`src/design/dcache_consts.svh`:
```
`ifndef DCACHE_CONSTS_SVH
`define DCACHE_CONSTS_SVH

`default_nettype none

// Word and address geometry
`define DC_WORD_W       32
`define DC_TAG_W        26
`define DC_IDX_W        3
`define DC_BLK_OFF_W    1
`define DC_BYTE_OFF_W   2

// Cache organisation
`define DC_SETS         8
`define DC_WAYS         2
`define DC_BLK_WORDS    2

`default_nettype wire

`endif
```
`src/design/mem_bus_pkg.sv`:
```
`include "dcache_consts.svh"
`default_nettype none

package mem_bus_pkg;

        typedef logic [`DC_WORD_W-1:0] word_t;

        // Processor to cache, held until dhit
        typedef struct packed {
                logic  ren;
                logic  wen;
                logic  atomic;
                logic  halt;
                word_t addr;
                word_t store;
        } dp_req_t;

        typedef struct packed {
                logic  dhit;
                word_t load;
                logic  flushed;
        } dp_rsp_t;

        // Cache to memory, held until dwait drops
        typedef struct packed {
                logic  ren;
                logic  wen;
                word_t addr;
                word_t store;
        } mem_req_t;

endpackage

`default_nettype wire

```
`src/design/cache_types_pkg.sv`:
```
`include "dcache_consts.svh"
`default_nettype none

package cache_types_pkg;

        typedef logic [`DC_WORD_W-1:0] word_t;

        // tag | index | block offset | byte offset
        typedef struct packed {
                logic [`DC_TAG_W-1:0]      tag;
                logic [`DC_IDX_W-1:0]      idx;
                logic [`DC_BLK_OFF_W-1:0]  blkoff;
                logic [`DC_BYTE_OFF_W-1:0] bytoff;
        } dcache_addr_fields_t;

        typedef union packed {
                word_t               raw;
                dcache_addr_fields_t f;
        } dcache_addr_u;

        typedef struct packed {
                logic                          valid;
                logic                          dirty;
                logic [`DC_TAG_W-1:0]          tag;
                word_t [`DC_BLK_WORDS-1:0]     data;
        } dcache_frame_t;

        // Both ways of the addressed set
        typedef struct packed {
                dcache_frame_t [`DC_WAYS-1:0] frame;
                logic                         lru;
        } set_view_t;

        typedef struct packed {
                logic hit;
                logic hit_way;
                logic victim_way;
        } lookup_t;

        typedef struct packed {
                logic                 en;
                logic                 way;
                logic                 set_tag;
                logic [`DC_TAG_W-1:0] tag;
                logic                 set_valid;
                logic                 valid;
                logic                 set_dirty;
                logic                 dirty;
                logic                 word_en;
                logic                 word_sel;
                word_t                data;
                logic                 set_lru;
                logic                 lru;
        } array_wr_t;

        typedef enum logic [3:0] {
                st_idle       = 4'd0,
                st_wb0        = 4'd1,
                st_wb1        = 4'd2,
                st_fill0      = 4'd3,
                st_fill1      = 4'd4,
                st_flush_scan = 4'd5,
                st_flush_wb0  = 4'd6,
                st_flush_wb1  = 4'd7,
                st_flushed    = 4'd8
        } dc_state_e;

endpackage

`default_nettype wire

```
`src/design/dcache.sv`:
```
`include "dcache_consts.svh"
`default_nettype none

module dcache
        import cache_types_pkg::*, mem_bus_pkg::*;
(
        input  wire logic               CLK,
        input  wire logic               nRST,
        input  wire dp_req_t            dp_req,
        output dp_rsp_t                 dp_rsp,
        output mem_req_t                mem_req,
        input  wire mem_bus_pkg::word_t dload,
        input  wire logic               dwait
);

        dcache_addr_u lookup_addr;
        set_view_t    set_view;
        lookup_t      lookup;
        array_wr_t    arr_wr;
        logic         ll_set;
        logic         sc_try;
        logic         store_done;
        logic         sc_ok;

        dcache_ctrl u_ctrl (
                .CLK         (CLK),
                .nRST        (nRST),
                .dp_req      (dp_req),
                .dp_rsp      (dp_rsp),
                .mem_req     (mem_req),
                .dload       (dload),
                .dwait       (dwait),
                .lookup_addr (lookup_addr),
                .set_view    (set_view),
                .lookup      (lookup),
                .arr_wr      (arr_wr),
                .ll_set      (ll_set),
                .sc_try      (sc_try),
                .store_done  (store_done),
                .sc_ok       (sc_ok)
        );

        dcache_array u_array (
                .CLK         (CLK),
                .nRST        (nRST),
                .lookup_addr (lookup_addr),
                .arr_wr      (arr_wr),
                .set_view    (set_view),
                .lookup      (lookup)
        );

        llsc_reservation u_llsc (
                .CLK         (CLK),
                .nRST        (nRST),
                .addr        (dp_req.addr),
                .ll_set      (ll_set),
                .sc_try      (sc_try),
                .store_done  (store_done),
                .sc_ok       (sc_ok)
        );

endmodule

`default_nettype wire

```
`src/design/dcache_ctrl.sv`:
```
`include "dcache_consts.svh"
`default_nettype none

module dcache_ctrl
        import cache_types_pkg::*, mem_bus_pkg::*;
(
        input  wire logic               CLK,
        input  wire logic               nRST,
        input  wire dp_req_t            dp_req,
        output dp_rsp_t                 dp_rsp,
        output mem_req_t                mem_req,
        input  wire mem_bus_pkg::word_t dload,
        input  wire logic               dwait,
        output dcache_addr_u            lookup_addr,
        input  wire set_view_t          set_view,
        input  wire lookup_t            lookup,
        output array_wr_t               arr_wr,
        output logic                    ll_set,
        output logic                    sc_try,
        output logic                    store_done,
        input  wire logic               sc_ok
);

        dc_state_e            state;
        dc_state_e            next_state;
        // {set, way} of the frame being flushed
        logic [`DC_IDX_W:0]   flush_ptr;
        logic [`DC_IDX_W:0]   next_flush_ptr;

        logic                 flushing;
        logic                 fill_phase;
        logic                 second_word;
        logic                 sel_way;
        dcache_frame_t        sel_frame;
        dcache_addr_u         mem_addr;

        assign flushing = (state == st_flush_scan) || (state == st_flush_wb0) ||
                          (state == st_flush_wb1);
        assign fill_phase = (state == st_fill0) || (state == st_fill1);
        assign second_word = (state == st_wb1) || (state == st_fill1) ||
                             (state == st_flush_wb1);

        // Frame moved to or from memory
        assign sel_way = flushing ? flush_ptr[0] : lookup.victim_way;
        assign sel_frame = set_view.frame[sel_way];

        always_comb begin
                lookup_addr.raw = dp_req.addr;
                if (flushing) begin
                        lookup_addr.f.idx = flush_ptr[`DC_IDX_W:1];
                end
        end

        always_comb begin
                mem_addr.f.tag = fill_phase ? lookup_addr.f.tag : sel_frame.tag;
                mem_addr.f.idx = lookup_addr.f.idx;
                mem_addr.f.blkoff = second_word;
                mem_addr.f.bytoff = '0;

                mem_req.ren = fill_phase;
                mem_req.wen = (state == st_wb0) || (state == st_wb1) ||
                              (state == st_flush_wb0) || (state == st_flush_wb1);
                mem_req.addr = mem_addr.raw;
                mem_req.store = sel_frame.data[second_word];
        end

        always_comb begin
                next_state = state;
                next_flush_ptr = flush_ptr;

                dp_rsp = '0;
                dp_rsp.flushed = (state == st_flushed);
                ll_set = 1'b0;
                sc_try = 1'b0;
                store_done = 1'b0;

                arr_wr = '0;
                arr_wr.way = sel_way;
                arr_wr.tag = lookup_addr.f.tag;
                arr_wr.word_sel = second_word;
                arr_wr.data = dload;

                case (state)
                st_idle: begin
                        if (dp_req.halt) begin
                                next_flush_ptr = '0;
                                next_state = st_flush_scan;
                        end else if (dp_req.wen && dp_req.atomic && !sc_ok) begin
                                // Failed SC answers at once and writes nothing
                                dp_rsp.dhit = 1'b1;
                                sc_try = 1'b1;
                        end else if ((dp_req.ren || dp_req.wen) && lookup.hit) begin
                                dp_rsp.dhit = 1'b1;
                                arr_wr.en = 1'b1;
                                arr_wr.way = lookup.hit_way;
                                arr_wr.set_lru = 1'b1;
                                arr_wr.lru = ~lookup.hit_way;
                                if (dp_req.wen) begin
                                        arr_wr.word_en = 1'b1;
                                        arr_wr.word_sel = lookup_addr.f.blkoff;
                                        arr_wr.data = dp_req.store;
                                        arr_wr.set_dirty = 1'b1;
                                        arr_wr.dirty = 1'b1;
                                        store_done = 1'b1;
                                        sc_try = dp_req.atomic;
                                        // SC success reports 1
                                        dp_rsp.load = 32'(dp_req.atomic);
                                end else begin
                                        dp_rsp.load = set_view.frame[lookup.hit_way]
                                                        .data[lookup_addr.f.blkoff];
                                        ll_set = dp_req.atomic;
                                end
                        end else if (dp_req.ren || dp_req.wen) begin
                                next_state = sel_frame.dirty ? st_wb0 : st_fill0;
                        end
                end
                st_wb0: begin
                        if (!dwait) begin
                                next_state = st_wb1;
                        end
                end
                st_wb1: begin
                        if (!dwait) begin
                                arr_wr.en = 1'b1;
                                arr_wr.set_dirty = 1'b1;
                                arr_wr.dirty = 1'b0;
                                next_state = st_fill0;
                        end
                end
                st_fill0: begin
                        // New tag goes in now, frame stays invalid until word 1
                        if (!dwait) begin
                                arr_wr.en = 1'b1;
                                arr_wr.set_tag = 1'b1;
                                arr_wr.set_valid = 1'b1;
                                arr_wr.valid = 1'b0;
                                arr_wr.word_en = 1'b1;
                                next_state = st_fill1;
                        end
                end
                st_fill1: begin
                        if (!dwait) begin
                                arr_wr.en = 1'b1;
                                arr_wr.set_valid = 1'b1;
                                arr_wr.valid = 1'b1;
                                arr_wr.word_en = 1'b1;
                                arr_wr.set_lru = 1'b1;
                                arr_wr.lru = ~sel_way;
                                next_state = st_idle;
                        end
                end
                st_flush_scan: begin
                        if (sel_frame.dirty) begin
                                next_state = st_flush_wb0;
                        end else if (&flush_ptr) begin
                                next_state = st_flushed;
                        end else begin
                                next_flush_ptr = flush_ptr + 1'b1;
                        end
                end
                st_flush_wb0: begin
                        if (!dwait) begin
                                next_state = st_flush_wb1;
                        end
                end
                st_flush_wb1: begin
                        // Rescan the same frame once it is clean
                        if (!dwait) begin
                                arr_wr.en = 1'b1;
                                arr_wr.set_dirty = 1'b1;
                                arr_wr.dirty = 1'b0;
                                next_state = st_flush_scan;
                        end
                end
                st_flushed: begin
                        next_state = st_flushed;
                end
                default: begin
                        next_state = st_idle;
                end
                endcase
        end

        always_ff @(posedge CLK or negedge nRST) begin
                if (!nRST) begin
                        state <= st_idle;
                        flush_ptr <= '0;
                end else begin
                        state <= next_state;
                        flush_ptr <= next_flush_ptr;
                end
        end

endmodule

`default_nettype wire

```
`src/design/dcache_array.sv`:
```
`include "dcache_consts.svh"
`default_nettype none

module dcache_array
        import cache_types_pkg::*;
(
        input  wire logic         CLK,
        input  wire logic         nRST,
        input  wire dcache_addr_u lookup_addr,
        input  wire array_wr_t    arr_wr,
        output set_view_t         set_view,
        output lookup_t           lookup
);

        // Status bits
        logic [`DC_SETS-1:0][`DC_WAYS-1:0] valid_q;
        logic [`DC_SETS-1:0][`DC_WAYS-1:0] dirty_q;
        logic [`DC_SETS-1:0]               lru_q;

        // Tag and data storage
        logic [`DC_TAG_W-1:0]      tag_mem  [`DC_SETS][`DC_WAYS];
        word_t [`DC_BLK_WORDS-1:0] data_mem [`DC_SETS][`DC_WAYS];

        logic [`DC_IDX_W-1:0] idx;
        logic [`DC_WAYS-1:0]  match;

        assign idx = lookup_addr.f.idx;

        always_comb begin
                for (int w = 0; w < `DC_WAYS; w++) begin
                        set_view.frame[w].valid = valid_q[idx][w];
                        set_view.frame[w].dirty = dirty_q[idx][w];
                        set_view.frame[w].tag = tag_mem[idx][w];
                        set_view.frame[w].data = data_mem[idx][w];
                        match[w] = valid_q[idx][w] && (tag_mem[idx][w] == lookup_addr.f.tag);
                end
                set_view.lru = lru_q[idx];
        end

        assign lookup.hit = |match;
        assign lookup.hit_way = match[1];
        // LRU bit names the way to replace
        assign lookup.victim_way = set_view.lru;

        always_ff @(posedge CLK or negedge nRST) begin
                if (!nRST) begin
                        valid_q <= '0;
                        dirty_q <= '0;
                        lru_q <= '0;
                end else if (arr_wr.en) begin
                        if (arr_wr.set_valid) begin
                                valid_q[idx][arr_wr.way] <= arr_wr.valid;
                        end
                        if (arr_wr.set_dirty) begin
                                dirty_q[idx][arr_wr.way] <= arr_wr.dirty;
                        end
                        if (arr_wr.set_lru) begin
                                lru_q[idx] <= arr_wr.lru;
                        end
                end
        end

        always_ff @(posedge CLK) begin
                if (arr_wr.en) begin
                        if (arr_wr.set_tag) begin
                                tag_mem[idx][arr_wr.way] <= arr_wr.tag;
                        end
                        if (arr_wr.word_en) begin
                                data_mem[idx][arr_wr.way][arr_wr.word_sel] <= arr_wr.data;
                        end
                end
        end

endmodule

`default_nettype wire

```
`src/design/llsc_reservation.sv`:
```
`include "dcache_consts.svh"
`default_nettype none

module llsc_reservation
        import cache_types_pkg::*;
(
        input  wire logic  CLK,
        input  wire logic  nRST,
        input  wire word_t addr,
        input  wire logic  ll_set,
        input  wire logic  sc_try,
        input  wire logic  store_done,
        output logic       sc_ok
);

        word_t link_addr;
        logic  link_valid;

        assign sc_ok = link_valid && (link_addr == addr);

        always_ff @(posedge CLK or negedge nRST) begin
                if (!nRST) begin
                        link_valid <= 1'b0;
                end else if (ll_set) begin
                        link_valid <= 1'b1;
                end else if (sc_try || (store_done && (addr == link_addr))) begin
                        // Any SC or a store to the linked word ends it
                        link_valid <= 1'b0;
                end
        end

        always_ff @(posedge CLK) begin
                if (ll_set) begin
                        link_addr <= addr;
                end
        end

endmodule

`default_nettype wire

```
`config.mk`:
```
export PLATFORM = sky130hd
export DESIGN_NAME = dcache
export DESIGN_NICKNAME = d
export VERILOG_FILES = /design/src/design/mem_bus_pkg.sv /design/src/design/cache_types_pkg.sv /design/src/design/dcache.sv /design/src/design/dcache_ctrl.sv /design/src/design/dcache_array.sv /design/src/design/llsc_reservation.sv
export VERILOG_INCLUDE_DIRS = /design/src /design/src/design
export SDC_FILE = /design/constraint.sdc
export NUM_CORES = 2
export LEC_CHECK = 0
export BUFFER_PORTS_ARGS = -buffer_cell sky130_fd_sc_hd__buf_4
export CORE_ASPECT_RATIO = 1.1
export CORE_UTILIZATION = 50
export CTS_CLUSTER_SIZE = 10
export DETAILED_ROUTE_END_ITERATION = 7
export PLACE_DENSITY_LB_ADDON = 0.25
export RECOVER_POWER = 25
export SLEW_MARGIN = 20
export SYNTH_ARGS = -nofsm -noshare
export SYNTH_HDL_FRONTEND = slang
export SYNTH_HIERARCHICAL = 1
export SYNTH_SLANG_ARGS = --single-unit
export TNS_END_PERCENT = 1
```
`constraint.sdc`:
```
create_clock -name CLK -period 9.3 [get_ports CLK]
set_input_delay 1.86 -clock CLK [delete_from_list [all_inputs] [get_ports CLK]]
set_output_delay 1.86 -clock CLK [all_outputs]
set_load 0.01 [all_outputs]
```
==> Flow_metrics.wiki <==
{| class="wikitable"
! Metric !! Value
|-
| Number of buffers inserted for hold repair after clock tree synthesis || 0
|-
| Global routing met3 resource utilization || 0.0482
|-
| Final nets || 3898
|-
| Worst Hold Slack || 0.514 ns
|-
| Starting density of the core || 0.505
|-
| Leading cell type in the layout, fill and taps excluded || edfxtp_1
|-
| Final Max Slew Viols || 201
|-
| Global placer's final weighted congestion || 0.825
|-
| Worst slew pin tran || 4.01 ns
|-
| FP Rows || 134
|-
| GR met1 Demand/Resource || 0.381
|-
| Drc violations || 0
|-
| IO buf count || 200
|-
| Remaining number of nets flagged by the antenna check after routing || 0
|-
| Switching part of the total || 0.325
|-
| Layout cells sized above 1 || 0.213
|-
| Avg Vias per Cell || 6.33
|-
| Num Clock Sinks || 1521
|-
| Number of hold violations in the final report || 0
|-
| Worst path arrival time || 7.15 ns
|-
| Layout Skew || 0.0411 ns
|-
| Post-layout minimum cycle time || 9.01 ns
|-
| First-pass GRT wire length || 240000 um
|-
| Die outline width || 336 um
|-
| Clock power share || 0.295
|-
| CTS tree || built
|-
| Setup repair after global routing missed its margin || no
|-
| Total wire length after detailed routing || 168000 um
|-
| Maximum fanout count along the critical path || 61
|-
| Proportion of power drawn by combinational gates || 0.328
|-
| TritonRoute pass-1 iters || 6
|-
| Overall routing resource usage || 0.272
|-
| Internal Power || 13700 uW
|-
| Post-Synthesis Cells || 3565
|-
| Number of setup buffers added after CTS || 0
|-
| Number of H-tree levels || 4
|-
| Initial antenna violation count || 4
|-
| Count of non-filler cells in the finished layout || 5485
|-
| Max-Cap Viols || 5
|-
| Design Area, Final || 0.0700 mm2
|-
| Via count of the first global-routing pass || 33900
|-
| Core ar. || 0.122 mm2
|-
| Synth Warn # || 6
|-
| PwrDens || 289 mW/mm2
|-
| Violations in the final reports || max-capacitance violations, max-slew violations
|-
| Gr busiest metal || met2
|-
| Achievable Freq || 0.111 GHz
|-
| Share of the clock period used by the worst path after layout || 0.969
|-
| Final cell utilization of the core || 0.575
|-
| Average routed wire per standard cell || 30.6 um
|-
| Post-Synthesis Mean Instance Area || 17.2 um2
|-
| Final Setup Violations || 0
|-
| Total die area || 0.124 mm2
|-
| Net load switching power || 6570 uW
|-
| Synth-to-layout area growth || 13.8%
|-
| Startpoint types || register
|-
| Pleak || 0.0228 uW
|-
| Latest clock arrival within the worst-skew pair || 0.80 ns
|-
| Die height || 370 um
|-
| Critical setup path kind || reg2out
|-
| Placement Cell Area || 0.0654 mm2
|-
| Total number of vias || 34700
|-
| I/O pins || 203
|-
| Setup TNS || 0 ns
|-
| Worst hold path class || reg2reg
|-
| Maximum clock path buffer count || 3
|-
| Clock input transition at the sequential cells of the worst setup and hold paths || 0.06 ns
|-
| # placed instances || 5251
|-
| Commonest cells after routing, fill and taps aside || edfxtp_1, buf_4, nand2_1
|-
| Required time at the worst-slack endpoint || 7.44 ns
|-
| Result of the run || complete, but fails checks
|-
| Crit end category || output port
|-
| Filler cell count in the final layout || 9150
|-
| Root buffer selected by CTS || clkbuf_16
|-
| Post-Syn Area || 0.0615 mm2
|-
| Largest net degree at the start of global routing || 64
|-
| Final global-route overflow total || 0
|-
| Drt first-iter violations || 3542
|-
| Met2 usage in global routing || 0.433
|-
| Post-DP HPWL || 94100 um
|-
| Rel. slew slack || -1.67
|-
| Sequential Power Share || 0.377
|-
| Maximum ir drop on the vdd rail || 0.000347 V
|-
| Clock buffer count from CTS || 172
|}
[area by class of cell]
type	instances	area (um2)	share of cell area
Clock buffer	215	4550	0.0650
Multi-Input combinational cell	1768	15100	0.216
Antenna cell	1	2.50	0.0000357
Sequential cell	1521	45400	0.649
Clock inverter	17	225	0.00322
Timing Repair Buffer	317	2560	0.0366
Tap cell	1632	2040	0.0292
Inverter	14	58.8	0.000840
[metrics by stage]
| stage | power [uW] | setup WS [ns] |
|---|---|---|
| global route | 20900 | 0.188 |
| CTS | 20300 | 0.0263 |
| global placement | 14300 | 0.479 |
| floorplan | 11900 | 1.94 |
| finish | 20200 | 0.290 |
| detailed placement | 14300 | 0.391 |
[state kept, by name, indices dropped and copies added (netlist names)]
name and count:
u_array/dirty_q 16, u_llsc/link_addr 32, u_array/valid_q 16, u_array/data_mem 1024, u_ctrl/state 4, u_array/tag_mem 416, u_ctrl/flush_ptr 4, u_llsc/link_valid 1
u_array/lru_q 8
[worst max-delay path, stage by stage, from the launching register on]
cell	delay (ns)
dfrtp_1	0.63
nand2b_4	0.28
nor2_4	0.32
mux2_8	0.60
nor2b_1	0.98
a22oi_1	0.25
a21o_1	0.23
a2111oi_0	0.41
nand2_1	0.19
nor4_4	0.21
a41o_1	0.27
nand4b_1	0.29
or3b_2	0.80
nor2b_1	0.57
buf_4	0.25
[worst paths after layout]
path / start / endpoint / slack, ns / cells after the start
min reg2reg: u_array/dirty_q[4] / u_array/dirty_q[4] / 0.51 / 1
max reg2reg: u_ctrl/state[3] / u_array/data_mem[7][91] / 1.18 / 18
max in group asynchronous: nRST / u_array/valid_q[2] / 5.61 / 1
min: u_array/dirty_q[4] / u_array/dirty_q[4] / 0.51 / 1
min in group asynchronous: nRST / u_ctrl/flush_ptr[1] / 1.99 / 1
max: u_ctrl/state[3] / dp_rsp[23] / 0.29 / 14
[layer usage]
metal	vias up	part of all wire
met5	-	0.000077
met4	2	0.031
met3	280	0.087
met2	1863	0.48
met1	18100	0.40
li1	14500	-
[power groups by stage]
| stage | sequential, uW | clock, uW | combinational, uW |
|---|---|---|---|
| after global placement | 7750 | 0 | 6560 |
| final | 7620 | 5970 | 6630 |
| after floorplan | 7730 | 0 | 4150 |
| after global routing | 7620 | 6310 | 7010 |
| after CTS | 7620 | 6040 | 6610 |
| after detailed placement | 7760 | 0 | 6580 |
[repair_timing]
action,in CTS,in global routing
resized for setup,1,2
cloned,0,1
setup endpoints to repair,1,14
Note: power is estimated with default switching activity, not from simulation.
